**src/hdl/lsu_pkg.sv**
```systemverilog
package lsu_pkg;

    // data memory window
    localparam logic [31:0] MEM_BASE  = 32'h8000_0000;
    localparam int          MEM_WORDS = 256;
    localparam int          MEM_AW    = 8;             // word index bits

    // one-hot access size from decode
    localparam logic [2:0] SZ_BYTE = 3'b001;
    localparam logic [2:0] SZ_HALF = 3'b010;
    localparam logic [2:0] SZ_WORD = 3'b100;

    // axsize encodings, bytes = 2**size
    localparam logic [2:0] AXI_SIZE_BYTE = 3'h0;
    localparam logic [2:0] AXI_SIZE_HALF = 3'h1;
    localparam logic [2:0] AXI_SIZE_WORD = 3'h2;

    // xresp encodings
    localparam logic [1:0] RESP_OKAY   = 2'b00;
    localparam logic [1:0] RESP_SLVERR = 2'b10;
    localparam logic [1:0] RESP_DECERR = 2'b11;

    localparam int FAULT_CNT_W = 8;                    // saturates at 255

endpackage

```
**src/hdl/load_format.sv**
```systemverilog
`timescale 1ns/1ps

module load_format
    import lsu_pkg::*;
(
    input  logic [31:0] raw_rdata,
    input  logic [31:0] res_addr,
    input  logic [2:0]  res_size,
    input  logic        res_unsigned,
    input  logic        is_load_res,
    output logic [31:0] result
);

    logic [31:0] shifted;
    logic [31:0] loaded;

    assign shifted = raw_rdata >> {res_addr[1:0], 3'b000};   // wanted lane to bit 0

    always_comb begin
        case (res_size)
            SZ_BYTE: begin
                if (res_unsigned) begin
                    loaded = {24'h0, shifted[7:0]};
                end else begin
                    loaded = {{24{shifted[7]}}, shifted[7:0]};
                end
            end
            SZ_HALF: begin
                if (res_unsigned) begin
                    loaded = {16'h0, shifted[15:0]};
                end else begin
                    loaded = {{16{shifted[15]}}, shifted[15:0]};
                end
            end
            default: begin
                loaded = shifted;                   // word, offset is zero
            end
        endcase
    end

    // stores and alu passthrough return the address
    assign result = is_load_res ? loaded : res_addr;

endmodule

```
**config.mk**
```make
export PLATFORM = sky130hd
export DESIGN_NAME = load_format
export DESIGN_NICKNAME = d
export VERILOG_FILES = /design/src/hdl/lsu_pkg.sv /design/src/hdl/load_format.sv
export SDC_FILE = /design/constraint.sdc
export NUM_CORES = 1
export LEC_CHECK = 0
export ABC_AREA = 1
export ABC_CLOCK_PERIOD_IN_PS = 1060
export BUFFER_PORTS_ARGS = -buffer_cell sky130_fd_sc_hd__clkbuf_2
export CAP_MARGIN = 15
export CELL_PAD_IN_SITES_DETAIL_PLACEMENT = 1
export CELL_PAD_IN_SITES_GLOBAL_PLACEMENT = 1
export CORE_MARGIN = 5
export CORE_UTILIZATION = 25
export DETAILED_ROUTE_END_ITERATION = 6
export PLACE_DENSITY = 0.87
export RECOVER_POWER = 100
export SLEW_MARGIN = 0
export SYNTH_ARGS = -nofsm -noshare
export SYNTH_HDL_FRONTEND = slang
export SYNTH_SLANG_ARGS = --single-unit
```
**constraint.sdc**
```tcl
create_clock -name vclk -period 1.06
set_input_delay 0.053 -clock vclk [all_inputs]
set_output_delay 0.053 -clock vclk [all_outputs]
set_load 0.02 [all_outputs]
```
==> flow_summary.toml, run 1 <==
[timing]
rsz0062_at_grt = "true"
hold_viol = 0
slew_headroom_pct = 79.7
period_share_pct = 118
final.min_clock_period_ns = 1.25
worst_slew_pin_slew_ns = 0.304
slew_violations = 0
fin_hold_ws_ns = 0.465
setup_slack_ns = -0.186
tns_ns = -2.96
fmax_ghz = 0.802
finalSetupViolCount = 26

[route]
ant_nets = 0
routed_wl_mm = 8.25
wl_per_cell_um = 17.4
via_per_inst = 5.02
vias = 2383
drc = 0
first_iter_violations = 108
first_pass_iters = 4

[critical_path]
timing_worst_setup_path_type = "in2out"
crit_start = "res_size[2]"
cpLargestDelayFamily = "buffers and inverters"
crit_cells = 10
cp-start-kind = "input pin"
cp_num_buf_inv = 5
worst-path-max-fanout = 5
slowest_delay_ns = 0.23
worstPathArrival_ns = 1.19
worstPathCellList = "buf_8, inv_6, nand2_4, nor2_4, nand4_4, clkbuf_16, nand3_2, nand2_1, inv_1, clkbuf_8"
slowest_stage = "clkbuf_16"
cp.required_ns = 1.01
endpoint = "result[26]"
cp-end-kind = "primary output"

[flow_run]
maxCapViolCount = 0

[yosys]
ys_types = 19
postSynthCellCount = 279
ys_seq_area_share_pct = 0
yosysWarnings = 0
syn_area_um2 = 1350
syn_area_per_cell_um2 = 4.85
syn-num-nets = 348

[finish]
clkbuf_count = 0
fin_nets = 476
fin_area_um2 = 2850
fin_cells = 475
final_core_util_pct = 55.2
area_growth_pct = 111
insertedDiodeCount = 0
design.seq.count = 0
register_area_um2 = 0
fill_cells = 696
layout-drive-gt1-share_pct = 57.5

[cts]
postCtsHoldBufs = 0

[placement]
place.gp.congestion = 0.821
portBuffers = 101
pre_cts_ws_ns = -0.241
placed_cells = 466
place_area_um2 = 2150
dpl.hpwl_mm = 5.25

[grt]
grt_max_degree = 26
grt_antenna_before_repair = 0
grt_overflow_total = 0
grt_pass1_vias = 2494
grt_pass1_wl_mm = 11.2
track_usage_pct = 18.8

[run_status]
status = "finished with violations"
violations = "setup timing"

[floorplan]
dieArea_um2 = 6990
io_pins = 101
fp.dieH_um = 83.6
initial_core_util_pct = 26.2
die_w_um = 83.6
core-area_um2 = 5170
rows = 26

[hold_path]
hp-class = "in2out"

[pwr]
power.total_mw = 1.44
max-vdd-ir-drop_mv = 0.231
powerDensity_nw_per_um2 = 506
p_leak_nw = 1.56
[power by group]
group          internal [mW]  total [mW]  switching (mW)
sequential                 0           0               0
clock                      0           0               0
combinational          0.691        1.44           0.754
[logic make-up (layout without fill, tap and decap cells)]
| group | after synthesis | after routing | synth area share, % |
|---|---|---|---|
| AO/OA/AOI/OAI | 31 | 31 | 16.3 |
| buffers and inverters | 58 | 184 | 20.1 |
| AND/OR/NAND/NOR | 190 | 190 | 63.6 |
[metal layers]
| layer | GRT usage (%) | vias up | part of all wire [%] |
|---|---|---|---|
| met4 | 2.34 | 0 | 2.0 |
| li1 | - | 1128 | - |
| met2 | 40.8 | 74 | 58 |
| met3 | 1.18 | 14 | 3.3 |
| met1 | 19.5 | 1167 | 36 |
| met5 | 0 | - | 0 |
[Yosys cell counts, types with 2 or more instances]
cell	number	area share, %
nand2_1	71	20
nor2_1	56	16
inv_1	39	11
nand3_1	38	14
or2_2	16	7.4
o211ai_1	12	6.7
a21oi_2	8	5.2
o21ai_0	7	2.6
nand3_2	6	4.4
buf_2	5	1.8
buf_6	5	4.2
clkbuf_1	4	1.1
buf_4	3	1.7
a21oi_1	2	0.74
inv_2	2	0.55
nand2_2	2	0.92
[layout by cell type, fill, tap and decap left out, types with 6 or more instances in the layout]
cell type  count
nand2_1       54
clkbuf_2      67
o211ai_1      12
inv_2          7
nand2_2       14
nand3_2       24
a21oi_2        7
nand3_1       17
buf_12         7
or2_2         16
clkbuf_8      16
buf_4         31
inv_1         28
nor2_1        51
buf_6          6
buf_8          9
[worst min-delay path, stage by stage]
cell	delay [ns]
clkbuf_2	0.08
nand2_1	0.05
o211ai_1	0.09
buf_4	0.15
[worst min path at each step]
stage,start,end,depth (start not counted)
CTS,res_addr[7],result[7],4
global placement,res_addr[7],result[7],4
finish,res_addr[3],result[3],4
global route,res_addr[7],result[7],4
floorplan,res_addr[10],result[10],2
detailed placement,res_addr[7],result[7],4
[cell type report]
| type | count | area, µm² | area share, % |
|---|---|---|---|
| Multi-Input combinational cell | 221 | 1330 | 46.5 |
| Timing Repair Buffer | 143 | 1250 | 43.9 |
| Inverter | 41 | 184 | 6.45 |
| Tap cell | 70 | 87.6 | 3.07 |
[timing repair]
| action | in CTS | in global routing |
|---|---|---|
| pin swaps | 6 | 28 |
| gates cloned | 2 | 4 |
| resized for setup | 74 | 99 |
| buffers inserted | 0 | 3 |
| setup endpoints to repair | 31 | 31 |
(Power assumes the default switching activity.)
==> run 2: changes to the inputs <==
Settings changed: ABC_AREA 1 to 0, CORE_UTILIZATION 25 to 23, MAX_ROUTING_LAYER set to met4.
==> run 2 against run 1 <==
Against the previous run:
- the flow still finishes with violations (setup timing)
- die area is 19% lower
- final cell count is 36% lower
- routed wire length is 23% lower
- non-clock buffer count is 11 lower
- count of clock-buffer cells in the layout stayed put
- global-route usage is 4.4 points higher
==> flow_summary.toml, run 2 <==
[timing]
final.min_clock_period_ns = 1.64
fmax_ghz = 0.610
hold_viol = 0
worst_slew_pin_slew_ns = 0.482
tns_ns = -12.25
rsz0062_at_grt = "true"
period_share_pct = 155
slew_headroom_pct = 67.8
slew_violations = 0
finalSetupViolCount = 32
setup_slack_ns = -0.578

[hold_path]
hp-class = "in2out"
hold_path_depth = 3
hp-start = "res_addr[6]"
hold_end = "result[6]"

[floorplan]
dieArea_um2 = 5650
fp.dieH_um = 75.1
rows = 23
initial_core_util_pct = 24.1
die_w_um = 75.1
core-area_um2 = 4060
io_pins = 101

[grt]
grt_max_degree = 28
grt_pass1_vias = 1845
grt_antenna_before_repair = 0
grt_overflow_total = 0
grt_pass1_wl_mm = 9.52
track_usage_pct = 23.2

[yosys]
ys_types = 33
yosys.area.top_type_share_pct = 10.4
yosysWarnings = 0
syn_area_per_cell_um2 = 7.28
synth_top_cells_by_area = "mux2_2, mux2i_1, a221o_1"
post-synth-top-count-cell = "nor2_1"
syn-num-nets = 203
synth_area_leader_cell = "mux2_2"
ys_seq_area_share_pct = 0
syn_area_um2 = 976
postSynthCellCount = 134
synth_common_cells = "nor2_1, a21oi_1, a31oi_1"

[finish]
area_growth_pct = 139
clkbuf_count = 0
register_area_um2 = 0
design.seq.count = 0
insertedDiodeCount = 0
fin_nets = 325
layout-drive-gt1-share_pct = 67.3
fin_cells = 304
final_cell_mix = "clkbuf_2, buf_4, nor2_1"
mostFrequentLayoutCell = "clkbuf_2"

[placement]
portBuffers = 101
placed_cells = 291
place.gp.congestion = 0.752
dpl.hpwl_mm = 4.12

[critical_path]
cp.required_ns = 1.01
slowest_delay_ns = 0.55
worstPathArrival_ns = 1.59
worst-path-max-fanout = 7
timing_worst_setup_path_type = "in2out"
worstPathCellList = "clkbuf_16, mux4_2, nand3b_4, o32ai_4, buf_12, a221o_1, clkbuf_8"
cp-end-kind = "primary output"
slowest_stage = "mux4_2"
cp-start-kind = "input pin"

[run_status]
status = "finished with violations"
violations = "setup timing"

[route]
drt-met1-wl_mm = 2.31
routed_wl_mm = 6.34
first_iter_violations = 31
route.met2.wl_mm = 3.40
vias = 1625
first_pass_iters = 3
drc = 0
dr.max_layer_used = "met4"
routed-wl-met3_um = 311
ant_nets = 0
via_per_inst = 5.35
wl_per_cell_um = 20.9

[pwr]
p_leak_nw = 1.13
max-vdd-ir-drop_mv = 0.261
powerDensity_nw_per_um2 = 535
power.total_mw = 1.25

[cts]
postCtsHoldBufs = 0

[flow_run]
maxCapViolCount = 0
run 2: layer usage:
layer  vias up  track usage, %
li1        767               -
met1       756            24.5
met2        81            43.8
met3        21            1.47
met4         0            10.1
met5         -               -
run 2: how the worst max path moves through the flow:
stage	slack [ns]	start	to	cells past startpoint
3_3_place_gp	-0.60	res_size[2]	result[27]	5
3_5_place_dp	-0.67	res_addr[0]	result[27]	6
6_report	-0.58	res_addr[1]	result[27]	7
4_1_cts	-0.56	res_addr[1]	result[27]	7
2_1_floorplan	-0.31	res_addr[1]	result[29]	5
5_1_grt	-0.62	res_addr[1]	result[27]	7
run 2: where the power goes:
part	leakage (nW)	switching, mW	internal, mW
clock network	0	0	0
logic	1.13	0.585	0.662
registers	0	0	0
total	1.13	0.585	0.662
run 2: area by class of cell:
cell class	count	area, µm²
inverters	2	7.51
fillers	468	1720
multi-input cells	120	1100
well taps	50	62.6
repair buffers	132	1160
run 2: logic make-up (layout without fill, tap and decap cells):
logic type             after synthesis  count (layout)  synth area share, %
buffers and inverters               14             134                 7.18
AO/OA/AOI/OAI                       57              57                 42.3
XOR/XNOR                             1               1                0.898
AND/OR/NAND/NOR                     39              39                 23.1
multiplexers                        23              23                 26.5
run 2: critical path, delay by kind of cell:
family          cells  cell delay (ns)
compound gates      2             0.40
buf+inv             3             0.44
mux                 1             0.55
simple gates        1             0.13
run 2: through the flow:
step                      hold slack (ns)  setup WS (ns)  cell area (µm²)  util [%]
after floorplan                     0.266         -0.308             1010         -
after global placement              0.445         -0.598             1650      40.5
after detailed placement            0.447         -0.670             1650      40.5
after CTS                           0.442         -0.563             2210      54.4
after global routing                0.441         -0.615             2330      57.5
final                               0.423         -0.578             2330      57.5
run 2: repair_timing:
item / CTS / global route
gates resized for setup: 82 / 42
buffers inserted: 8 / 2
cloned: 5 / 1
endpoints found under the setup margin: 32 / 32
pin swaps: 15 / 12
==> run 3: changes to the inputs <==
Settings changed: ABC_CLOCK_PERIOD_IN_PS 1060 to 1760.
Clock period 1.06 ns to 1.76 ns, I/O delays scaled along.
==> run 3 against run 2 <==
Against the previous run:
- the flow now finishes without violations
- hold slack gained 0.094 ns
- sequential share of layout area is the same
- via count shrank 8.7%
- flip-flop and latch count is the same
- global-route usage shrank 6.2 points
- non-clock buffer count shrank 21
- first-iteration DRC count grew 16%
- die area is the same
- cell area shrank 33%
- critical path type unchanged
- critical endpoint is now result[22]
- highest routed layer unchanged
==> flow_summary.toml, run 3 (synthesized netlist as in run 2, its figures left out) <==
[finish]
fin_nets = 304
insertedDiodeCount = 0
clkbuf_count = 0
register_area_um2 = 0
final_cell_mix = "clkbuf_2, nor2_1, a21oi_1"
design.seq.count = 0
area_growth_pct = 60.0
mostFrequentLayoutCell = "clkbuf_2"
fin_cells = 283
layout-drive-gt1-share_pct = 51.1

[floorplan]
io_pins = 101
dieArea_um2 = 5650
die_w_um = 75.1
core-area_um2 = 4060
initial_core_util_pct = 24.1
fp.dieH_um = 75.1
rows = 23

[timing]
worst_slew_pin_slew_ns = 0.423
rsz0062_at_grt = "false"
final.min_clock_period_ns = 1.72
finalSetupViolCount = 0
slew_violations = 0
period_share_pct = 97.8
slew_headroom_pct = 71.8
fmax_ghz = 0.581
hold_viol = 0
setup_slack_ns = 0.0390

[route]
wl_per_cell_um = 17.1
vias = 1483
via_per_inst = 5.24
drc = 0
first_pass_iters = 3
routed_wl_mm = 4.84
first_iter_violations = 36
ant_nets = 0

[grt]
grt_overflow_total = 0
track_usage_pct = 17.0
grt_antenna_before_repair = 0
grt_max_degree = 29
grt_pass1_vias = 1604
grt_pass1_wl_mm = 7.38

[critical_path]
cpLargestDelayFamily = "multiplexers"
cp-end-kind = "primary output"
timing_worst_setup_path_type = "in2out"
slowest_delay_ns = 0.56
worstPathArrival_ns = 1.63
cp.required_ns = 1.67
cp-start-kind = "input pin"
worstPathCellList = "clkbuf_4, mux4_2, nand3b_4, o32ai_4, buf_12, a211o_1, clkbuf_2"
cp_num_buf_inv = 3
worst-path-max-fanout = 16
slowest_stage = "mux4_2"

[pwr]
powerDensity_nw_per_um2 = 311
max-vdd-ir-drop_mv = 0.110
p_leak_nw = 0.824

[placement]
portBuffers = 101
pre_cts_ws_ns = -0.0711
place.gp.congestion = 0.935
placed_cells = 282
dpl.hpwl_mm = 4.03

[flow_run]
maxCapViolCount = 0

[cts]
postCtsHoldBufs = 0

[run_status]
status = "finished clean"

[hold_path]
hp-class = "in2out"
run 3: layout make-up:
class                      instances  area, µm²
timing repair buffer             111        583
inverter                           2       7.51
multi-input combinational        120        908
tap                               50       62.6
fill                             570       2500
run 3: worst paths after layout:
path | slack, ns | cells past startpoint | from | endpoint
setup / recovery | 0.04 | 7 | res_addr[1] | result[22]
hold / removal | 0.52 | 3 | res_addr[18] | result[18]
run 3: through the flow:
stage	cell area, µm²	hold slack [ns]	power, mW	util (%)	setup TNS [ns]
final	1560	0.517	0.485	38.5	0
after detailed placement	1560	0.522	0.496	38.5	-0.414
after global routing	1560	0.529	0.527	38.5	0
after global placement	1560	0.515	0.485	38.5	0
after CTS	1580	0.521	0.500	39.0	0
after floorplan	976	0.344	0.289	-	0
run 3: layer usage:
layer  global-route usage [%]  part of all wire (%)  up-vias
li1                         -                     -      722
met1                     18.8                    40      703
met2                     33.9                    54       56
met3                     1.34                   5.7        2
met4                     1.17                  0.72        0
met5                        -                     0        -
run 3: tightest hold or removal path, delay by kind of cell:
family | cells | cell delay [ns]
AO/OA/AOI/OAI | 1 | 0.10
buffers and inverters | 2 | 0.24
run 3: what timing repair did:
action / in CTS / in global routing
gates resized for setup: 1 / 3
endpoints found under the hold margin: 0 / 0
buffers inserted: 1 / 0
endpoints found under the setup margin: 9 / 15
pin swaps: 1 / 0
run 3: power by group:
part	internal [mW]	total [mW]	switching, mW	leakage, nW
clock	0	0	0	0
combinational	0.211	0.485	0.274	0.824
sequential	0	0	0	0
