==> src/hdl/lsu_pkg.sv <==
package lsu_pkg;

    // data memory window
    localparam logic [31:0] MEM_BASE  = 32'h8000_0000;
    localparam int          MEM_WORDS = 256;
    localparam int          MEM_AW    = 8;             // word index bits

    // one-hot access size from decode
    localparam logic [2:0] SZ_BYTE = 3'b001;
    localparam logic [2:0] SZ_HALF = 3'b010;
    localparam logic [2:0] SZ_WORD = 3'b100;

    // axsize encodings, bytes = 2**size
    localparam logic [2:0] AXI_SIZE_BYTE = 3'h0;
    localparam logic [2:0] AXI_SIZE_HALF = 3'h1;
    localparam logic [2:0] AXI_SIZE_WORD = 3'h2;

    // xresp encodings
    localparam logic [1:0] RESP_OKAY   = 2'b00;
    localparam logic [1:0] RESP_SLVERR = 2'b10;
    localparam logic [1:0] RESP_DECERR = 2'b11;

    localparam int FAULT_CNT_W = 8;                    // saturates at 255

endpackage

==> src/hdl/fault_log.sv <==
`timescale 1ns/1ps

module fault_log
    import lsu_pkg::*;
(
    input  logic                   clk,
    input  logic                   rst,
    input  logic                   fault_event,
    input  logic [31:0]            event_addr,
    input  logic                   fault_clear,
    output logic                   fault_valid,
    output logic [31:0]            fault_addr,
    output logic [FAULT_CNT_W-1:0] fault_count
);

    logic cnt_full;

    assign cnt_full = &fault_count;

    always_ff @(posedge clk or posedge rst) begin
        if (rst) begin
            fault_valid <= 1'b0;
            fault_addr  <= 32'h0;
            fault_count <= '0;
        end else if (fault_clear) begin
            fault_valid <= 1'b0;                    // clear wins over a same-cycle fault
            fault_addr  <= 32'h0;
            fault_count <= '0;
        end else if (fault_event) begin
            if (!fault_valid) begin
                fault_valid <= 1'b1;
                fault_addr  <= event_addr;          // first one only
            end
            if (!cnt_full) begin
                fault_count <= fault_count + 1'b1;
            end
        end
    end

endmodule

==> config.mk <==
export PLATFORM = sky130hd
export DESIGN_NAME = fault_log
export DESIGN_NICKNAME = d
export VERILOG_FILES = /design/src/hdl/lsu_pkg.sv /design/src/hdl/fault_log.sv
export SDC_FILE = /design/constraint.sdc
export NUM_CORES = 1
export LEC_CHECK = 0
export BUFFER_PORTS_ARGS = -buffer_cell sky130_fd_sc_hd__buf_2
export CORE_MARGIN = 5
export CORE_UTILIZATION = 49
export DETAILED_ROUTE_END_ITERATION = 7
export GPL_TIMING_DRIVEN = 0
export PLACE_DENSITY_LB_ADDON = 0.2
export SETUP_SLACK_MARGIN = 0.02
export SLEW_MARGIN = 25
export SYNTH_ARGS = -nofsm -noshare
export SYNTH_HDL_FRONTEND = slang
export SYNTH_SLANG_ARGS = --single-unit
==> constraint.sdc <==
create_clock -name clk -period 3.15 [get_ports clk]
set_clock_uncertainty 0.05 [all_clocks]
set_input_delay 0.1575 -clock clk [delete_from_list [all_inputs] [get_ports clk]]
set_output_delay 0.1575 -clock clk [all_outputs]
set_load 0.005 [all_outputs]
==> flow_summary.ini, run 1 <==
[run_status]
status = completed

[yosys]
synth_cells = 121
syn-cell-area_mm2 = 0.00162
yosysSeqAreaShare = 0.632
avgSynthCellArea_um2 = 13.4
yosys_warnings = 0
synth_cell_types = 22
synth_fp_nets = 158
synth_seq_cells = 41

[cts]
cts_max_path_buffers = 2
clock_latency_ns = 0.35
htree_num_levels = 2
numClockSinks = 41
cts_resized = 0
cts_made_buffers = 5
cts_tree = yes
cts_root_buf = clkbuf_4
clk_pin_slew_ns = 0.12

[route]
vias = 1444
wl_per_cell_um = 15.1
firstDrtPassIters = 4
final_antenna_net_count = 0
drcViolationCount = 0
wirelength_um = 4300
drtIter0Drc = 82
avgViaCountPerCell = 5.08

[worst_hold_path]
min_to = fault_addr[28]$_DFFE_PP0P_
hold_path_depth = 2
min_path_type = input pin to flop
min_from = event_addr[28]

[die]
die_w_um = 67.6
dieArea_mm2 = 0.00457
rows = 21
io-pin-count = 77
die_h_um = 67.6
initial_utilization = 0.494
core_area_mm2 = 0.00328

[sta]
setup_slack_ns = 1.34
fin_crit_ns = 1.81
setup-tns-final_ns = 0
rsz0062_at_grt = false
relSlewSlack = 0.780
worst_pin_slew_ns = 0.329
finalSetupViolCount = 0
period_share = 0.574
max_clock_freq_ghz = 0.553
slew_violations = 0
hold_viol = 0

[flow_run]
drv_cap = 0

[grt]
antenna_found_initial = 0
grt_usage = 0.210
grt_pass1_wl_um = 7170
grt_pass1_vias = 1538
grt_overflow = 0
grt_start_max_net_pins = 31

[layout]
fin_util = 0.748
drive_gt1_frac = 0.408
layout_commonest_cell = buf_2
synthToLayoutAreaGrowth_pct = 51.3
final_nets = 274
n_antenna_cell = 0
final_cell_mix = 83 x buf_2, 41 x dfrtp_1, 32 x a22o_1, 32 x dlygate4sd3_1

[power_and_ir_drop]
p_switching_mw = 0.252
seq_power_share = 0.584
p_per_area_mw_per_mm2 = 397
clkPwrFrac = 0.258
vdd_drop_max_v = 0.000279
switching_share = 0.258
combPwrFrac = 0.159
p_leak_nw = 1.34
total_power_mw = 0.976
p_int_mw = 0.724

[placed_design]
place.gp.congestion = 0.817
pre_cts_ws_ns = 1.37
io_buffers = 76
dp_hpwl_um = 2810

[worst_setup_path]
r2r.worst_path.cells = 4
cp_data_required_time_ns = 3.35
start_kind = flop
crit_type = flop to flop
end_kind = flop
arrival_ns = 2.00
timing.rr.end = fault_count[0]$_DFFE_PP0P_
r2r_start = fault_count[0]$_DFFE_PP0P_
cp_max_fo = 6
reg2reg_slack_ns = 1.34
-- worst max-delay path: stages (launching register included) --
cell and delay, ns:
dfrtp_1 0.45, ha_1 0.30, and3_1 0.24, a21oi_1 0.29, mux2_2 0.38
-- what timing repair did --
action / CTS / global route
endpoints found under the setup margin: 0 / 0
hold buffers: 32 / 0
hold endpoints to repair: 72 / 0
setup buffers: 0 / 0
-- worst max path at each step --
stage	from	to	slack, ns	cells past startpoint
floorplan	fault_count[0]$_DFFE_PP0P_	fault_count[7]$_DFFE_PP0P_	1.45	4
global placement	fault_count[0]$_DFFE_PP0P_	fault_count[0]$_DFFE_PP0P_	1.41	4
detailed placement	fault_count[0]$_DFFE_PP0P_	fault_count[0]$_DFFE_PP0P_	1.37	4
CTS	fault_count[0]$_DFFE_PP0P_	fault_count[0]$_DFFE_PP0P_	1.35	4
global route	fault_count[0]$_DFFE_PP0P_	fault_count[0]$_DFFE_PP0P_	1.21	4
finish	fault_count[0]$_DFFE_PP0P_	fault_count[0]$_DFFE_PP0P_	1.34	4
-- per-stage QoR --
stage          area (um2)  hold WS [ns]  instances
4_1_cts              2460       0.00548        284
2_1_floorplan        1620         0.240        121
5_1_grt              2460       0.00153        284
3_5_place_dp         2080        0.0583        244
3_3_place_gp         2060         0.325        243
6_report             2460        0.0102        284
-- final cells by class --
class	count	area, um2
clock inverter	3	17.5
buffer	7	35.0
tap	46	57.6
timing repair buffer	109	721
clock buffer	5	37.5
multi-input combinational	67	541
inverter	6	22.5
fill	213	827
sequential	41	1030
-- metal layers --
metal,up-vias,share of wire,global-route usage
met5,-,0,0
met4,0,0.012,0.0633
met3,8,0.070,0.0483
met2,52,0.51,0.363
met1,691,0.40,0.259
li1,693,-,-
-- power groups by stage --
stage | clock network, mW | registers (mW) | logic [mW]
after floorplan | 0 | 0.581 | 0.0533
after global placement | 0 | 0.577 | 0.116
after detailed placement | 0 | 0.579 | 0.123
after CTS | 0.258 | 0.569 | 0.154
after global routing | 0.282 | 0.573 | 0.172
final | 0.252 | 0.570 | 0.155
-- Yosys cell counts --
| cell | count | area share |
|---|---|---|
| a2111oi_4 | 1 | 0.017 |
| a211oi_1 | 3 | 0.014 |
| a21oi_1 | 4 | 0.012 |
| a22o_1 | 32 | 0.17 |
| a311oi_1 | 1 | 0.0054 |
| and3_1 | 1 | 0.0039 |
| and4_1 | 1 | 0.0054 |
| buf_2 | 7 | 0.022 |
| dfrtp_1 | 41 | 0.63 |
| ha_1 | 1 | 0.0077 |
| inv_1 | 6 | 0.014 |
| mux2_2 | 2 | 0.014 |
| mux2i_1 | 1 | 0.0062 |
| nand2_1 | 4 | 0.0092 |
| nand3_1 | 1 | 0.0031 |
| nand4_1 | 3 | 0.012 |
| nor2_1 | 4 | 0.0092 |
| nor2b_1 | 2 | 0.0077 |
| nor3_1 | 1 | 0.0031 |
| nor3_2 | 1 | 0.0062 |
| o211a_1 | 2 | 0.012 |
| or4b_1 | 2 | 0.012 |
-- cells by family (layout without fill, tap and decap cells) --
kind of cell,after synthesis,count (layout),synth area share
AOI/OAI and AO/OA,43,43,0.233
DFF,41,41,0.632
and+or+nand+nor,20,20,0.0716
buffers and inverters,13,130,0.0354
muxes,3,3,0.0200
adders and majority gates,1,1,0.00770
-- state kept, by name, indices dropped and copies added, names as in the netlist --
signal and count:
fault_addr 32, fault_valid 1, fault_count 8
No activity file was read; power rests on OpenSTA's default activity.
==> run 2: changes to the inputs <==
--- a/config.mk
+++ b/config.mk
@@ -5,9 +5,10 @@
 export SDC_FILE = /design/constraint.sdc
 export NUM_CORES = 1
 export LEC_CHECK = 0
+export ABC_AREA = 1
 export BUFFER_PORTS_ARGS = -buffer_cell sky130_fd_sc_hd__buf_2
 export CORE_MARGIN = 5
-export CORE_UTILIZATION = 49
+export CORE_UTILIZATION = 47
 export DETAILED_ROUTE_END_ITERATION = 7
 export GPL_TIMING_DRIVEN = 0
 export PLACE_DENSITY_LB_ADDON = 0.2
==> constraint.sdc (replaced) <==
create_clock -name clk -period 1.75 [get_ports clk]
set_clock_uncertainty 0.05 [all_clocks]
set_input_delay 0.0875 -clock clk [delete_from_list [all_inputs] [get_ports clk]]
set_output_delay 0.0875 -clock clk [all_outputs]
set_load 0.005 [all_outputs]
==> run 2 against run 1 <==
  * The run now ends with negative hold slack left
  * Via count is 20% higher
  * Die area grew 14%
  * Register-to-register slack got worse by 1.1 ns
  * Sequential cell count did not move
  * Total power increased by 99%
  * Critical path type unchanged
  * Critical endpoint unchanged
  * Highest routed layer unchanged
==> flow_summary.ini, run 2 <==
[run_status]
status = finished, violations left
violations = negative hold slack

[yosys]
synth_enable_flop_cells = 0
synth.largest_area_cell = dfrtp_1
synth-compound-area-share = 0.109
synth_top_family_by_area = simple AND/OR/NAND/NOR gates
yosys.area_share.adder = 0.00686
yosys_warnings = 0
yosysSeqAreaShare = 0.563
synth_fp_nets = 254
synth_cells = 217
yosys.area_share.simple = 0.202
synth.top_cells.by_count = 43 x inv_1, 42 x nand3_1, 41 x dfrtp_1, 29 x o21ai_0, 28 x nand2_1
synth-main-ff-cell = dfrtp_1
synth_top_area_frac = 0.563
synth_cell_types = 15
syn-cell-area_mm2 = 0.00182
postSynth.asyncResetShare = 1.00
synth_most_common_cell = inv_1
synthMuxAreaShare = 0
avgSynthCellArea_um2 = 8.40
ys_top_cells_by_area = dfrtp_1 56%, nand3_1 12%, inv_1 8.9%
synth-xor-area-share = 0
synth_seq_cells = 41

[layout]
largest_register = fault_addr
area.sequential_mm2 = 0.00103
drive_gt1_frac = 0.287
largest_register_ffs = 32
final_cell_mix = 76 x buf_2, 42 x inv_1, 42 x nand3_1
fillCellCount = 309
final_nets = 362
multi_input_area_um2 = 582
largestRegisters = fault_addr: 32 flops, fault_count: 8 flops, fault_valid: 1 flops
synthToLayoutAreaGrowth_pct = 42.6
layout_commonest_cell = buf_2
n_antenna_cell = 0

[route]
wirelength_um = 4610
vias = 1729
drtIter0Drc = 104
drcViolationCount = 0
avgViaCountPerCell = 4.65
final_antenna_net_count = 0
firstDrtPassIters = 5
wl_per_cell_um = 12.4

[grt]
grt_overflow = 0
grt_pass1_wl_um = 7580
antenna_found_initial = 0
grt_pass1_vias = 1662
grt_start_max_net_pins = 33
grt_usage = 0.184

[power_and_ir_drop]
p_per_area_mw_per_mm2 = 748
combPwrFrac = 0.168
vdd_drop_max_v = 0.000492
p_leak_nw = 1.41
switching_share = 0.260
clkPwrFrac = 0.292
p_int_mw = 1.44
p_switching_mw = 0.506
seq_power_share = 0.540

[placed_design]
io_buffers = 76
place.gp.congestion = 0.739
dp_hpwl_um = 3220

[worst_setup_path]
start_kind = flop
cp_max_fo = 8
end_kind = flop
cp_data_required_time_ns = 1.93
reg2reg_slack_ns = 0.20
arrival_ns = 1.73
crit_type = flop to flop

[sta]
max_clock_freq_ghz = 0.645
slew_violations = 0
rsz0062_at_grt = false
relSlewSlack = 0.674
finalSetupViolCount = 0
setup-tns-final_ns = 0
period_share = 0.886
holdWs_ns = -0.00496
fin_crit_ns = 1.55
worst_pin_slew_ns = 0.490
hold_viol = 1

[cts]
post_cts_buffers = 0
htree_num_levels = 2
numClockSinks = 41
cts_made_buffers = 5
clock_latency_ns = 0.28
cts_root_buf = clkbuf_8
cts_max_path_buffers = 2
cts_tree = yes
clk_pin_slew_ns = 0.07

[die]
die_w_um = 72.3
dieArea_mm2 = 0.00522
rows = 22
core_area_mm2 = 0.00372
io-pin-count = 77
die_h_um = 72.3
initial_utilization = 0.491

[worst_hold_path]
min_path_type = input pin to flop

[flow_run]
drv_cap = 0
## run 2: worst max-delay path, stage by stage (launching register included)
cell and delay [ns]:
dfrtp_1 0.43, ha_1 0.23, nand2_1 0.12, nor2_1 0.05, nand2_1 0.08, nand2_1 0.19, nor2_2 0.21, nand2_1 0.07
nand2_1 0.06
## run 2: path summary, 6_finish.rpt
kind | start | endpoint | depth (start not counted)
worst max-delay path | fault_count[0]$_DFFE_PP0P_ | fault_count[0]$_DFFE_PP0P_ | 8
worst min-delay path | event_addr[19] | fault_addr[19]$_DFFE_PP0P_ | 3
min in group asynchronous | rst | fault_addr[4]$_DFFE_PP0P_ | 3
max in group asynchronous | rst | fault_addr[9]$_DFFE_PP0P_ | 4
worst max register to register | fault_count[0]$_DFFE_PP0P_ | fault_count[0]$_DFFE_PP0P_ | 8
worst min register to register | fault_addr[0]$_DFFE_PP0P_ | fault_addr[0]$_DFFE_PP0P_ | 2
## run 2: routing by layer
| metal | global-route usage | routed length, um | vias to the layer above |
|---|---|---|---|
| met4 | 0.0376 | 38 | 0 |
| li1 | - | - | 900 |
| met1 | 0.248 | 2120 | 763 |
| met2 | 0.290 | 2060 | 62 |
| met5 | 0 | 0 | - |
| met3 | 0.0637 | 388 | 4 |
## run 2: layout make-up
cell class                 instances  share of cell area
buffer                            10              0.0202
clock buffer                       5              0.0265
clock inverter                     1             0.00192
inverter                          44              0.0635
multi-input combinational        122               0.224
sequential                        41               0.395
tap                               48              0.0231
timing repair buffer             101               0.246
## run 2: cells by family (layout without fill, tap and decap cells)
logic type               after synthesis  in the layout
AND/OR/NAND/NOR                       84             84
flip-flops                            41             41
AO/OA/AOI/OAI                         37             37
adder cells (fa/ha/maj)                1              1
buffers and inverters                 54            161
## run 2: power groups by stage
stage                     Sequential (mW)  Combinational, mW  Clock, mW
after floorplan                      1.08              0.127          0
after global placement               1.07              0.277          0
after detailed placement             1.07              0.288          0
after CTS                            1.05              0.330      0.583
after global routing                 1.06              0.369      0.622
final                                1.05              0.327      0.567
## run 2: through the flow
step | std cells | util | setup slack (ns) | instance area [um2] | total power, mW
global route | 372 | 0.700 | 0.0444 | 2600 | 2.05
finish | 372 | 0.700 | 0.199 | 2600 | 1.94
global placement | 341 | 0.609 | 0.119 | 2260 | 1.35
detailed placement | 342 | 0.614 | 0.147 | 2280 | 1.36
floorplan | 217 | - | 0.360 | 1820 | 1.20
CTS | 372 | 0.699 | 0.142 | 2600 | 1.96
## run 2: repair_timing
action,4_1_cts,5_1_grt
hold buffers,24,0
resized for setup,0,1
endpoints found under the setup margin,0,4
hold endpoints to repair,64,0
==> run 3: changes to the inputs <==
--- a/config.mk
+++ b/config.mk
@@ -5,10 +5,9 @@
 export SDC_FILE = /design/constraint.sdc
 export NUM_CORES = 1
 export LEC_CHECK = 0
-export ABC_AREA = 1
 export BUFFER_PORTS_ARGS = -buffer_cell sky130_fd_sc_hd__buf_2
 export CORE_MARGIN = 5
-export CORE_UTILIZATION = 47
+export CORE_UTILIZATION = 45
 export DETAILED_ROUTE_END_ITERATION = 7
 export GPL_TIMING_DRIVEN = 0
 export PLACE_DENSITY_LB_ADDON = 0.2
==> run 3 against run 2 <==
  * The flow now finishes without violations
  * Maximum frequency down 6.2%
  * Sequential share of layout area is 1.1 points higher
  * Combinational power down 9.5%
  * Clock power rose by 10%
  * Largest power group unchanged
  * Final cell count decreased by 23%
  * Sequential cell count stayed put
  * Worst setup slack worse by 0.10 ns
  * Non-clock buffer count up 8
  * First-iteration DRC count decreased by 48%
==> flow_summary.ini, run 3 (same netlist as run 1, synthesis figures left out) <==
[grt]
use_met2 = 0.340
grt_usage = 0.199
grt_pass1_vias = 1574
use_met3 = 0.0574
grt_pass1_wl_um = 7770
grt_start_max_net_pins = 25
grt_overflow = 0
grt_util_met1 = 0.240
grt.busiest_layer = met2
antenna_found_initial = 0

[power_and_ir_drop]
p_switching_mw = 0.443
total_power_mw = 1.95
p_int_mw = 1.50
p_leak_nw = 1.37
vdd_drop_max_v = 0.000542
combPwrFrac = 0.152
switching_share = 0.227
seq_power_share = 0.527
p_per_area_mw_per_mm2 = 768
clkPwrFrac = 0.321

[sta]
max_clock_freq_ghz = 0.604
relSlewSlack = 0.730
finalSetupViolCount = 0
holdWs_ns = 0.0632
worst_pin_slew_ns = 0.404
setup-tns-final_ns = 0
slew_violations = 0
period_share = 0.945
rsz0062_at_grt = false
fin_crit_ns = 1.65
hold_viol = 0

[layout]
n_antenna_cell = 0
fin_util = 0.742
largest_register_ffs = 32
synthToLayoutAreaGrowth_pct = 56.0
final_nets = 277
finalNonFillerCells = 287
drive_gt1_frac = 0.415
layout_commonest_cell = buf_2
final_cell_mix = 83 x buf_2, 40 x dfrtp_1, 33 x dlygate4sd3_1
largestRegisters = fault_addr: 32 flops, fault_count: 8 flops, fault_valid: 1 flops
fillCellCount = 236
largest_register = fault_addr

[placed_design]
place.gp.congestion = 0.875
io_buffers = 76
dp_cells = 244
dp_hpwl_um = 3010

[die]
initial_utilization = 0.475
io-pin-count = 77
rows = 21
die_w_um = 70.1
die_h_um = 70.1
core_area_mm2 = 0.00342
dieArea_mm2 = 0.00491

[cts]
cts_made_buffers = 5
numClockSinks = 41
cts_root_buf = clkbuf_4
cts_max_path_buffers = 2
clk_pin_slew_ns = 0.12
htree_num_levels = 2
cts_tree = yes
clock_latency_ns = 0.34

[worst_setup_path]
cp.buffers_inverters = 0
crit_path_start = fault_count[1]$_DFFE_PP0P_
r2r_start = fault_count[1]$_DFFE_PP0P_
end_kind = flop
crit_type = flop to flop
path_cells = ha_4 -> and3_1 -> or4b_1 -> o211a_1
cpPeakStageDelay_ns = 0.53
start_kind = flop
slowest_stage = or4b_1
cp_data_required_time_ns = 1.93
cp_max_fo = 5
path_delay_family = simple AND/OR/NAND/NOR gates
arrival_ns = 1.83

[route]
wl_per_cell_um = 16.0
firstDrtPassIters = 4
vias = 1498
wirelength_um = 4600
drcViolationCount = 0
avgViaCountPerCell = 5.22
final_antenna_net_count = 0
drtIter0Drc = 54

[worst_hold_path]
min_from = fault_event
min_path_type = input pin to flop

[flow_run]
drv_cap = 0

[run_status]
status = completed
[run 3: cell types whose count changed in the layout (fill, tap and decap cells not counted), sizes merged, moves of 3 or more]
cell,before,now
a211oi,0,3
nor2,14,4
dlygate4sd3,24,33
a21oi,1,4
nand2,28,4
clkbuf,12,7
nand4,0,3
o21ai,35,0
a22o,0,32
buf,80,86
inv,44,6
nand3,42,1
[run 3: power groups by stage]
stage                     clock network (mW)  logic (mW)  registers, mW
after global routing                   0.686       0.326           1.03
after CTS                              0.643       0.288           1.02
final                                  0.624       0.296           1.03
after global placement                     0       0.210           1.04
after detailed placement                   0       0.225           1.04
after floorplan                            0      0.0959           1.05
[run 3: area by class of cell]
| type | count | area [um2] | share of cell area |
|---|---|---|---|
| inverters | 6 | 22.5 | 0.00889 |
| well taps | 46 | 57.6 | 0.0227 |
| multi-input cells | 67 | 553 | 0.218 |
| flip-flops and latches | 41 | 1030 | 0.405 |
| plain buffers | 7 | 35.0 | 0.0138 |
| clock inverters | 1 | 30.0 | 0.0119 |
| repair buffers | 112 | 753 | 0.297 |
| clock buffers | 7 | 55.1 | 0.0217 |
[run 3: layer usage]
metal	up-vias	routed length (um)
met5	-	0
met4	0	64
met3	7	328
met2	61	2370
met1	730	1840
li1	700	-
[run 3: worst reg2reg max path, delay by kind of cell, from the launching register on]
kind	cells	cell delay (ns)
AO/OA/AOI/OAI	1	0.14
adder cells (fa/ha/maj)	1	0.18
flip-flops	1	0.44
AND/OR/NAND/NOR	2	0.73
[run 3: repair_timing]
action | CTS | global route
hold endpoints to repair | 53 | 0
hold buffers | 33 | 0
resized for setup | 1 | 2
setup endpoints to repair | 3 | 3
setup buffers | 1 | 1
[run 3: per-stage QoR]
stage / worst slack, ns / area, um2
detailed placement: -0.0282 / 2090
finish: 0.0956 / 2530
global route: 0.0318 / 2530
CTS: 0.0310 / 2510
global placement: -0.00231 / 2060
floorplan: 0.0507 / 1620
[run 3: worst paths after layout]
kind                                         endpoint  slack [ns]  cells after the start
min in group asynchronous  fault_addr[15]$_DFFE_PP0P_        0.22                      3
hold reg to reg            fault_addr[18]$_DFFE_PP0P_        0.46                      1
hold / removal             fault_count[2]$_DFFE_PP0P_        0.06                      3
setup / recovery           fault_count[7]$_DFFE_PP0P_         0.1                      4
setup reg to reg           fault_count[7]$_DFFE_PP0P_         0.1                      4
max in group asynchronous  fault_count[7]$_DFFE_PP0P_        0.98                      4
