$ cat src/hdl/lsu_pkg.sv
package lsu_pkg;

    // data memory window
    localparam logic [31:0] MEM_BASE  = 32'h8000_0000;
    localparam int          MEM_WORDS = 256;
    localparam int          MEM_AW    = 8;             // word index bits

    // one-hot access size from decode
    localparam logic [2:0] SZ_BYTE = 3'b001;
    localparam logic [2:0] SZ_HALF = 3'b010;
    localparam logic [2:0] SZ_WORD = 3'b100;

    // axsize encodings, bytes = 2**size
    localparam logic [2:0] AXI_SIZE_BYTE = 3'h0;
    localparam logic [2:0] AXI_SIZE_HALF = 3'h1;
    localparam logic [2:0] AXI_SIZE_WORD = 3'h2;

    // xresp encodings
    localparam logic [1:0] RESP_OKAY   = 2'b00;
    localparam logic [1:0] RESP_SLVERR = 2'b10;
    localparam logic [1:0] RESP_DECERR = 2'b11;

    localparam int FAULT_CNT_W = 8;                    // saturates at 255

endpackage

$ cat src/hdl/lsu_core.sv
`timescale 1ns/1ps

module lsu_core
    import lsu_pkg::*;
(
    input  logic        clk,
    input  logic        rst,

    // request from execute
    input  logic        exu_valid,
    output logic        lsu_ready,
    input  logic        is_load,
    input  logic        is_store,
    input  logic [2:0]  size,
    input  logic        load_unsigned,
    input  logic [31:0] addr,
    input  logic [31:0] store_data,

    // result to writeback
    input  logic        wbu_ready,
    output logic        lsu_valid,
    output logic [31:0] raw_rdata,
    output logic [31:0] res_addr,
    output logic [2:0]  res_size,
    output logic        res_unsigned,
    output logic        res_load,
    output logic        access_fault,

    // axi master
    output logic [31:0] araddr,
    output logic [2:0]  arsize,
    output logic        arvalid,
    input  logic        arready,
    input  logic [31:0] rdata,
    input  logic [1:0]  rresp,
    input  logic        rvalid,
    output logic        rready,
    output logic [31:0] awaddr,
    output logic [2:0]  awsize,
    output logic        awvalid,
    input  logic        awready,
    output logic [31:0] wdata,
    output logic [3:0]  wstrb,
    output logic        wvalid,
    input  logic        wready,
    input  logic [1:0]  bresp,
    input  logic        bvalid,
    output logic        bready
);

    logic        busy;
    logic        accept;
    logic        mem_op;
    logic        misaligned;
    logic [1:0]  offset;
    logic [2:0]  req_axsize;
    logic [2:0]  ax_size;
    logic [3:0]  req_strb;
    logic [31:0] req_wdata;

    assign lsu_ready = !busy;
    assign accept    = exu_valid && !busy;
    assign mem_op    = is_load || is_store;
    assign offset    = addr[1:0];

    always_comb begin
        case (size)
            SZ_BYTE: begin
                req_axsize = AXI_SIZE_BYTE;
                req_strb   = 4'b0001 << offset;
            end
            SZ_HALF: begin
                req_axsize = AXI_SIZE_HALF;
                req_strb   = 4'b0011 << offset;
            end
            default: begin                          // word, also for bad codes
                req_axsize = AXI_SIZE_WORD;
                req_strb   = 4'b1111;
            end
        endcase
    end

    assign misaligned = (req_axsize == AXI_SIZE_HALF && offset[0]) ||
                        (req_axsize == AXI_SIZE_WORD && offset != 2'b00);

    assign req_wdata = store_data << {offset, 3'b000};   // lane align

    // one bus address per request, shared by both channels
    assign araddr = res_addr;
    assign awaddr = res_addr;
    assign arsize = ax_size;
    assign awsize = ax_size;

    always_ff @(posedge clk or posedge rst) begin
        if (rst) begin
            busy         <= 1'b0;
            lsu_valid    <= 1'b0;
            access_fault <= 1'b0;
            res_load     <= 1'b0;
            arvalid      <= 1'b0;
            rready       <= 1'b0;
            awvalid      <= 1'b0;
            wvalid       <= 1'b0;
            bready       <= 1'b0;
        end else if (!busy) begin
            if (exu_valid) begin
                busy         <= 1'b1;
                res_load     <= is_load;
                access_fault <= mem_op && misaligned;
                if (!mem_op || misaligned) begin
                    lsu_valid <= 1'b1;              // no bus access
                end else if (is_load) begin
                    arvalid <= 1'b1;
                end else begin
                    awvalid <= 1'b1;
                    wvalid  <= 1'b1;
                end
            end
        end else begin
            if (arvalid && arready) begin
                arvalid <= 1'b0;
                rready  <= 1'b1;
            end
            if (rvalid && rready) begin
                rready       <= 1'b0;
                lsu_valid    <= 1'b1;
                access_fault <= rresp != RESP_OKAY;
            end
            if (awvalid && awready) begin
                awvalid <= 1'b0;
                bready  <= 1'b1;
            end
            if (wvalid && wready) begin
                wvalid <= 1'b0;                     // may land before or after aw
            end
            if (bvalid && bready) begin
                bready       <= 1'b0;
                lsu_valid    <= 1'b1;
                access_fault <= bresp != RESP_OKAY;
            end
            if (lsu_valid && wbu_ready) begin
                lsu_valid <= 1'b0;
                busy      <= 1'b0;
            end
        end
    end

    always_ff @(posedge clk) begin
        if (accept) begin
            res_addr     <= addr;
            res_size     <= size;
            res_unsigned <= load_unsigned;
            raw_rdata    <= 32'h0;
            ax_size      <= req_axsize;
            wdata        <= req_wdata;
            wstrb        <= req_strb;
        end else if (rvalid && rready) begin
            raw_rdata <= rdata;
        end
    end

endmodule

$ cat config.mk
export PLATFORM = sky130hd
export DESIGN_NAME = lsu_core
export DESIGN_NICKNAME = d
export VERILOG_FILES = /design/src/hdl/lsu_pkg.sv /design/src/hdl/lsu_core.sv
export SDC_FILE = /design/constraint.sdc
export NUM_CORES = 1
export LEC_CHECK = 0
export ABC_AREA = 1
export BUFFER_PORTS_ARGS = -buffer_cell sky130_fd_sc_hd__buf_2
export CORE_ASPECT_RATIO = 0.6
export CORE_UTILIZATION = 43
export DETAILED_ROUTE_END_ITERATION = 7
export GPL_TIMING_DRIVEN = 0
export PLACE_DENSITY = 0.79
export SLEW_MARGIN = 10
export SYNTH_ARGS = -nofsm -noshare
export SYNTH_HDL_FRONTEND = slang
export SYNTH_SLANG_ARGS = --single-unit
$ cat constraint.sdc
create_clock -name clk -period 2.5 [get_ports clk]
set_clock_uncertainty 0.15 [all_clocks]
set_input_delay 0.375 -clock clk [delete_from_list [all_inputs] [get_ports clk]]
set_output_delay 0.375 -clock clk [all_outputs]
set_load 0.05 [all_outputs]
==> metrics.txt, run 1 <==
Top Layer Used=met4; list of most frequent post-synthesis cells=nand2_1, edfxtp_1, buf_4, a21oi_1, nor2_1; Post-Place Cell Area=6600 sq um; most frequent cell after synthesis=nand2_1; Mapped Area=4910 sq um; Die Footprint=11,900 sq um; Rows=29; first-pass GRT wire length=22,800 microns; register area share after synthesis=62.9%; Post-synth EDFFs=74; Die X=140 microns; Synth async-reset ratio=7.83%; max cap viols=0; Final Net Count=915; Met2 Wirelength=7820 microns; vias in the first global route=4,402; global route total overflow=0; Post-Synth XOR/XNOR Area=0%; Most used DFF post-synth=edfxtp_1; Crit Path Max Fanout=53; largest family of logic cells by synthesized area=buffers and inverters; Avg Inst Size Synth=10.7 sq um; cts hold-fix bufs=25; cell count of the worst reg-to-reg path=3; startpoint type of the worst setup path=flip-flop; Synth Area in Simple Gates=13.1%; Ys Warns=0; hold endpoint=araddr[9]$_DFFE_PP_; Max IR drop VDD=0.748 mV; final setup vio count=0; Arr. time, crit path=1.94 ns; number of synthesized register bits=115; H-Tree Depth=4; # clock sinks=115; placed cells=895; Root Buffer=clkbuf_16; largest net degree at the start of global routing=54; cell taking the most area after synthesis=edfxtp_1; Die Y=84.8 microns; Mapped Cells=459; leading post-synthesis cells by cell area=edfxtp_1, dfxtp_1, buf_4; Slew Viols, Final=0; RR Startpoint=busy$_DFF_PP0_; routed vias/inst=4.75; met3 wire len=1060 microns; unrepaired setup endpoints after global routing=false; Yosys top cell area share=45.2%; status=finished clean; Clk Latency, worst-skew pair=0.40 ns; Post-CTS Setup Inserts=0; Post-Synth Adder-Cell Area=0%; Compound-Gate Fraction of Synth Area=9.09%; antenna diode count=0; design area=7420 sq um; Initial Util=45.3%; hold depth=1; total power=9.31 mW; CTS tree=yes; Resized Gates After CTS=0; total CTS buffers=17; I/O pin cnt=298; drt first pass iters=6; fin crit period=2.02 ns; Final Hold Fails=0; Worst slew margin=61.3%; WL met1=6020 microns; Setup Crit Path Kind=flip-flop to flip-flop; antenna-violating nets left=0; WHS=0.0152 ns; residual DRC count=0; RePlAce Congestion=0.854; clock buffer depth=2; reg2reg setup slack=0.48 ns; Leak Pwr=3.59 nW; GRT Util Overall=25.2%; area grow syn2layout=51.0%; crit end category=flip-flop; R2R Path End=wdata[6]$_SDFFCE_PP0P_; hold path startpoint=addr[9]; final cell count without fillers=952; via count=4,524; dpl hpwl=10,900 microns; Worst Max-Slew Pin Slew=0.581 ns; initial antenna violation count=0; CP Data Required Time=2.42 ns; Hold WC Path Type=primary input to flip-flop; layout cells sized above 1=52.6%; WL per Instance=15.8 microns; synth unique cells=30; Routed WL=15,000 microns; P per Cell Area=1260 nW/um^2; fmax=495 MHz; First DRT Iteration DRCs=222; Final period util=80.8%; mux share of post-synthesis cell area=0.204%; clock-pin slew on the worst setup and hold paths=0.06 ns; Port Buffers=295; core area=10,800 sq um
-- layout by cell type (no fill, tap or decap), types with 2 or more instances in the layout --
master	count
o22ai_1	7
nand2_1	98
inv_4	5
nand2_2	3
inv_2	2
buf_6	4
inv_1	17
nand3_2	3
clkinvlp_4	2
conb_1	2
nor3_2	2
nor2_1	36
dfrtp_1	9
clkbuf_16	18
buf_2	306
edfxtp_1	74
a21oi_1	46
clkinv_2	3
dlygate4sd3_1	25
clkbuf_1	2
clkinv_4	2
nand3_1	5
buf_4	71
o21ai_0	17
nor2_2	2
a22oi_1	9
dfxtp_1	32
-- routing by layer --
layer | up-vias | track usage [%]
met5 | - | 0
met4 | 0 | 7.39
met3 | 15 | 6.62
met2 | 208 | 44.3
met1 | 2142 | 30.5
li1 | 2159 | -
-- worst max-delay path, stage by stage (launching register included) --
cell,delay (ns)
dfrtp_1,0.43
nor2_2,0.32
buf_4,0.44
buf_16,0.31
-- power breakdown --
group	switching [mW]	leakage (nW)	internal (mW)
registers	0.278	1.06	2.60
logic	3.14	2.25	0.975
clock network	0.865	0.282	1.45
total	4.28	3.59	5.03
-- final cells by class --
type | count | area, sq um
Clock inverter | 12 | 103
Inverter | 21 | 86.3
Buffer | 87 | 637
Clock buffer | 20 | 468
Tap cell | 139 | 174
Multi-Input combinational cell | 237 | 1110
Timing Repair Buffer | 321 | 1750
Sequential cell | 115 | 3090
Fill cell | 811 | 3430
-- state kept, by name (all words and copies together) (netlist names) --
name and flops:
araddr 32, raw_rdata 32, wdata 32, wstrb 4
res_size 3, arsize 2, access_fault 1, arvalid 1
awvalid 1, bready 1, busy 1, lsu_valid 1
res_load 1, res_unsigned 1, rready 1, wvalid 1
-- logic make-up after synthesis --
kind of cell,Yosys count
flip-flops,115
multiplexers,1
other,1
AND/OR/NAND/NOR,152
buffers and inverters,108
AO/OA/AOI/OAI,82
-- through the flow --
| step | setup slack, ns | setup TNS [ns] | util, % |
|---|---|---|---|
| floorplan | 0.295 | 0 | - |
| global placement | -0.275 | -21.05 | 60.5 |
| detailed placement | 0.427 | 0 | 60.8 |
| CTS | 0.502 | 0 | 68.4 |
| global route | 0.395 | 0 | 68.4 |
| finish | 0.480 | 0 | 68.4 |
-- worst max-delay path by stage --
stage,start,depth (start not counted),to,slack [ns]
6_report,busy$_DFF_PP0_,3,wdata[6]$_SDFFCE_PP0P_,0.48
4_1_cts,busy$_DFF_PP0_,3,wdata[19]$_DFFE_PP_,0.50
2_1_floorplan,busy$_DFF_PP0_,2,araddr[0]$_DFFE_PP_,0.29
3_5_place_dp,exu_valid,5,araddr[9]$_DFFE_PP_,0.43
3_3_place_gp,exu_valid,4,araddr[26]$_DFFE_PP_,-0.28
5_1_grt,busy$_DFF_PP0_,3,wdata[6]$_SDFFCE_PP0P_,0.39
Note: power is estimated with default switching activity, not from simulation.
==> run 2, diff against run 1 <==
- clock period: 2.5 -> 2.06 ns (I/O delays scaled with it)
==> run 2 against run 1 <==
Critical path depth down 1. Final cell count up 1.8%. First-iteration DRC count up 6.8%. Power up 23%. Final area up 2.6%. Sequential share of layout area down 1.1 points. Count of clock-buffer cells in the layout down 2. Setup slack worse by 0.35 ns. Non-clock buffer count up 17. Die area unchanged. Combinational power up 21%.
==> metrics.txt, run 2 (synthesis gave the netlist of run 1 again) <==
GRT Util Overall=25.3% (+0.15 points); fin crit period=1.93 ns (-0.0894 ns); via count=4,579 (+1.2%); core area=10,800 sq um (unchanged); fmax=518 MHz (+4.6%); Root Buffer=clkbuf_16; dpl hpwl=11,100 microns (+1.7%); First DRT Iteration DRCs=237 (+6.8%); max cap viols=0 (unchanged); CP max-delay cell=buf_8; Worst slew margin=59.5% (-1.8 points); initial antenna violation count=0 (unchanged); residual DRC count=0 (unchanged); WL per Instance=15.7 microns (-0.45%); clock-pin slew on the worst setup and hold paths=0.06 ns (about the same); routed vias/inst=4.73 (-0.56%); layout cells sized above 1=51.4% (-1.2 points); status=finished clean; final setup vio count=0 (unchanged); clock buffer depth=2 (unchanged); Die Footprint=11,900 sq um (unchanged); Final period util=93.7% (+13 points); CP Data Required Time=1.94 ns (-0.48 ns); hold depth=3 (+2); Post-Place Cell Area=6570 sq um (-0.42%); Worst Max-Slew Pin Slew=0.607 ns (+0.0264 ns); CP peak stage delay=0.55 ns (+0.11 ns); Routed WL=15,200 microns (+1.3%); leading cell types in the layout, fill and taps excluded=buf_2, nand2_1, edfxtp_1; total CTS buffers=17 (unchanged); largest net degree at the start of global routing=84 (+56%); crit end category=flip-flop; unrepaired setup endpoints after global routing=false; CP Depth=2 (-1); Rows=29 (unchanged); startpoint type of the worst setup path=flip-flop; design area=7610 sq um (+2.6%); register area=3090 sq um (unchanged); drt first pass iters=5 (-1); Final Hold Fails=0 (unchanged); global route total overflow=0 (unchanged); worst path bufs/invs=1 (-1); Slew Viols, Final=0 (unchanged); critical path cell sequence=nor2_2, buf_8; first-pass GRT wire length=23,000 microns (+1.1%); area grow syn2layout=55.0%; P per Cell Area=1510 nW/um^2 (+20%); Crit Path Max Fanout=83 (+57%); Clk Latency, worst-skew pair=0.40 ns (about the same); fill count=813 (+0.25%); Setup Crit Path Kind=flip-flop to flip-flop; final cell count without fillers=969 (+1.8%); cell count of the worst reg-to-reg path=2 (-1); placed cells=894 (-0.11%); Arr. time, crit path=1.81 ns (-0.13 ns); RePlAce Congestion=0.811 (-5.0%); Final Net Count=932 (+1.9%); cell family with most CP delay=buffers and inverters; Port Buffers=295 (unchanged); antenna diode count=0 (unchanged); antenna-violating nets left=0 (unchanged); Leak Pwr=3.66 nW (+1.9%); Max IR drop VDD=0.999 mV (+34%); Initial Util=45.3% (unchanged); Hold WC Path Type=primary input to flip-flop; area of the multi-input gates=1110 sq um (unchanged); H-Tree Depth=4 (unchanged); Die Y=84.8 microns (unchanged); I/O pin cnt=298 (unchanged); Die X=140 microns (unchanged); CTS tree=yes; # clock sinks=115 (unchanged); vias in the first global route=4,506 (+2.4%); most common cell after layout, fill and taps aside=buf_2
[run 2: report_power, final]
group	switching, mW	internal [mW]	leakage [nW]
registers	0.340	3.16	1.06
logic	3.81	1.19	2.32
clock network	1.08	1.92	0.284
[run 2: per-layer routing]
| metal | routed length [microns] | up-vias | track usage, % |
|---|---|---|---|
| met5 | 0 | - | 0 |
| met4 | 210 | 0 | 7.69 |
| met3 | 1140 | 24 | 6.33 |
| met2 | 8040 | 221 | 46.7 |
| met1 | 5850 | 2136 | 29.0 |
| li1 | - | 2198 | - |
[run 2: layout make-up]
type                            instances  share of cell area [%]
Sequential cell                       115                    40.6
Timing Repair Buffer                  338                    25.0
Multi-Input combinational cell        237                    14.5
Buffer                                 87                    8.46
Clock buffer                           18                    5.64
Clock inverter                         14                    2.33
Tap cell                              139                    2.28
Inverter                               21                    1.13
[run 2: worst reg2reg max path, cell delays in order, from the launching register on]
cell and delay [ns]:
dfrtp_1 0.43, nor2_2 0.40, buf_8 0.55
[run 2: per-stage QoR]
stage          total power [mW]  setup WS (ns)  hold WS, ns  util [%]  TNS, ns
2_1_floorplan              7.27          0.255      -0.0131         -        0
3_3_place_gp               8.34         -0.115        0.140      60.5    -8.39
3_5_place_dp               8.47         -0.182        0.159      60.5   -13.50
4_1_cts                    11.5         0.0490     0.000268      70.1        0
5_1_grt                    11.9         0.0747      0.00936      70.2        0
6_report                   11.5          0.129       0.0154      70.2        0
[run 2: what timing repair did]
action	in CTS	in global routing
endpoints found under the setup margin	83	74
pin swaps	0	0
buffers inserted	0	0
hold buffers	43	0
gates resized for setup	1	2
gates cloned	0	0
endpoints found under the hold margin	51	0
[run 2: final timing paths]
kind                                                 start                          to  slack [ns]
worst min-delay path                             rdata[16]  raw_rdata[16]$_SDFFE_PP0P_        0.02
max in group asynchronous                              rst          wvalid$_DFFE_PP0P_        1.21
worst max-delay path                        busy$_DFF_PP0_      wstrb[3]$_SDFFCE_PP1P_        0.13
worst min register to register  raw_rdata[23]$_SDFFE_PP0P_  raw_rdata[23]$_SDFFE_PP0P_        0.31
min in group asynchronous                              rst         awvalid$_DFFE_PP0P_        0.28
worst max register to register              busy$_DFF_PP0_      wstrb[3]$_SDFFCE_PP1P_        0.13
==> run 3, diff against run 2 <==
- CORE_AREA: unset -> 2 2 115 117
- CORE_ASPECT_RATIO: 0.6 -> unset
- CORE_UTILIZATION: 43 -> unset
- DIE_AREA: unset -> 0 0 117 119
- PLACE_DENSITY: 0.79 -> 0.72
- clock period: 2.06 -> 2.4 ns (I/O delays scaled with it)
==> run 3 against run 2 <==
Die area increased by 17%. Via count decreased by 2.9%. Wire length decreased by 5.4%. Combinational power decreased by 15%. Global-route usage decreased by 5.2 points. Final cell count increased by 2.9%. Largest power group unchanged.
==> metrics.txt, run 3 (synthesis gave the netlist of run 1 again) <==
largest net degree at the start of global routing=64 (-24%); Resized Gates After CTS=0 (-1); CP Data Required Time=2.32 ns (+0.38 ns); CTS tree=yes; worst path bufs/invs=2 (+1); vias in the first global route=4,108 (-8.8%); Worst Max-Slew Pin Slew=0.537 ns (-0.0703 ns); drt first pass iters=4 (-1); total CTS buffers=17 (unchanged); via count=4,448 (-2.9%); Die Y=119 microns (+40%); WHS=0.0214 ns (+0.00605 ns); fmax=506 MHz (-2.3%); first-pass GRT wire length=20,800 microns (-9.6%); Final period util=82.3% (-11 points); Hold WC Path Type=primary input to flip-flop; Port Buffers=295 (unchanged); First DRT Iteration DRCs=284 (+20%); leading cell types in the layout, fill and taps excluded=buf_2, nand2_1, edfxtp_1; initial antenna violation count=0 (unchanged); I/O pin cnt=298 (unchanged); crit end category=flip-flop; CP peak stage delay=0.41 ns (-0.14 ns); Final Net Count=923 (-0.97%); clock buffer depth=2 (unchanged); critical path cell sequence=nor2_2, buf_4, buf_16; fin crit period=1.98 ns (+0.0445 ns); cell family with most CP delay=buffers and inverters; Net Sw Frac=45.5% (about the same); dpl hpwl=10,500 microns (-5.0%); Clk Latency, worst-skew pair=0.40 ns (about the same); Die Footprint=13,900 sq um (+17%); unrepaired setup endpoints after global routing=false; GRT Util Overall=20.1% (-5.2 points); global route total overflow=0 (unchanged); most common cell after layout, fill and taps aside=buf_2; RePlAce Congestion=0.844 (+4.1%); P per Cell Area=1260 nW/um^2 (-17%); status=finished clean; Final Hold Fails=0 (unchanged); Max IR drop VDD=0.803 mV (-20%); Setup Crit Path Kind=flip-flop to flip-flop; Crit Path Max Fanout=63 (-24%); Comb power frac=45.2% (+1.7 points); Clk network pwr share=23.2% (-2.9 points); antenna diode count=0 (unchanged); Die X=117 microns (-16%); core area=12,900 sq um (+19%); Int Pwr=5.14 mW (-18%); # clock sinks=115 (unchanged); design area=7480 sq um (-1.7%); final setup vio count=0 (unchanged); Routed WL=14,400 microns (-5.4%); sw power=4.29 mW (-18%); startpoint type of the worst setup path=flip-flop; max cap viols=0 (unchanged); Post-Place Cell Area=6640 sq um (+1.1%); Rows=42 (+45%); residual DRC count=0 (unchanged); Root Buffer=clkbuf_16; Slew Viols, Final=0 (unchanged); Sequential Power Share=31.6% (+1.2 points); WL per Instance=14.5 microns (-8.1%); area grow syn2layout=52.4%; antenna-violating nets left=0 (unchanged); H-Tree Depth=4 (unchanged); Initial Util=38.2% (-7.1 points); Worst slew margin=64.2% (+4.7 points); routed vias/inst=4.46 (-5.6%); clock-pin slew on the worst setup and hold paths=0.05 ns (about the same); CP max-delay cell=dfrtp_1; Leak Pwr=3.59 nW (-1.9%); layout cells sized above 1=50.8% (-0.65 points); Arr. time, crit path=1.89 ns (+0.08 ns)
==> run 3: cell count changes in the layout (fill, tap and decap cells not counted), moves of 2 or more <==
cell / change
bufinv_16: -3
clkbuf_1: +11
clkbuf_8: +3
clkinv_4: -2
clkinvlp_4: -4
dlygate4sd3_1: -10
inv_6: -4
==> run 3: power by group through the flow <==
stage,clock network [mW],registers [mW],logic (mW)
5_1_grt,2.33,3.04,4.48
6_report,2.19,2.98,4.26
3_3_place_gp,0,3.01,4.18
2_1_floorplan,0,4.77,1.47
4_1_cts,2.24,2.98,4.29
3_5_place_dp,0,3.01,4.24
==> run 3: final timing paths <==
| kind | start | to | slack (ns) | depth (start not counted) |
|---|---|---|---|---|
| min in group asynchronous | rst | awvalid$_DFFE_PP0P_ | 0.31 | 3 |
| max in group asynchronous | rst | arvalid$_DFFE_PP0P_ | 1.53 | 3 |
| min reg2reg | raw_rdata[22]$_SDFFE_PP0P_ | raw_rdata[22]$_SDFFE_PP0P_ | 0.31 | 2 |
| min | size[1] | res_size[1]$_DFFE_PP_ | 0.02 | 1 |
| max reg2reg | busy$_DFF_PP0_ | wdata[0]$_SDFFCE_PP0P_ | 0.42 | 3 |
| max | busy$_DFF_PP0_ | wdata[0]$_SDFFCE_PP0P_ | 0.42 | 3 |
==> run 3: worst reg2reg max path: stages, from the launching register on <==
cell     delay, ns
dfrtp_1       0.41
nor2_2        0.31
buf_4         0.38
buf_16        0.32
==> run 3: what timing repair did <==
action	4_1_cts	5_1_grt
buffers inserted	0	0
setup endpoints to repair	0	0
hold buffers	33	0
endpoints found under the hold margin	41	0
==> run 3: layer usage <==
metal / global-route usage, % / up-vias / wire (microns)
li1: - / 2174 / -
met1: 22.6 / 2010 / 5420
met2: 34.2 / 235 / 7310
met3: 6.62 / 29 / 1260
met4: 9.26 / 0 / 422
met5: 0 / - / 0
==> run 3: through the flow <==
step           std cells  power, mW  util [%]  TNS (ns)  setup slack (ns)
5_1_grt              997       9.85      58.1         0             0.324
4_1_cts              997       9.51      58.1         0             0.416
2_1_floorplan        460       6.24         -         0             0.195
3_5_place_dp         932       7.25      51.6         0             0.368
6_report             997       9.43      58.1         0             0.425
3_3_place_gp         931       7.19      51.4    -35.39            -0.453
==> run 3: area by class of cell <==
type	instances	area [sq um]
Fill cell	1082	5390
Sequential cell	115	3090
Timing Repair Buffer	329	1830
Multi-Input combinational cell	237	1110
Buffer	87	637
Clock buffer	32	512
Tap cell	176	220
Inverter	21	86.3
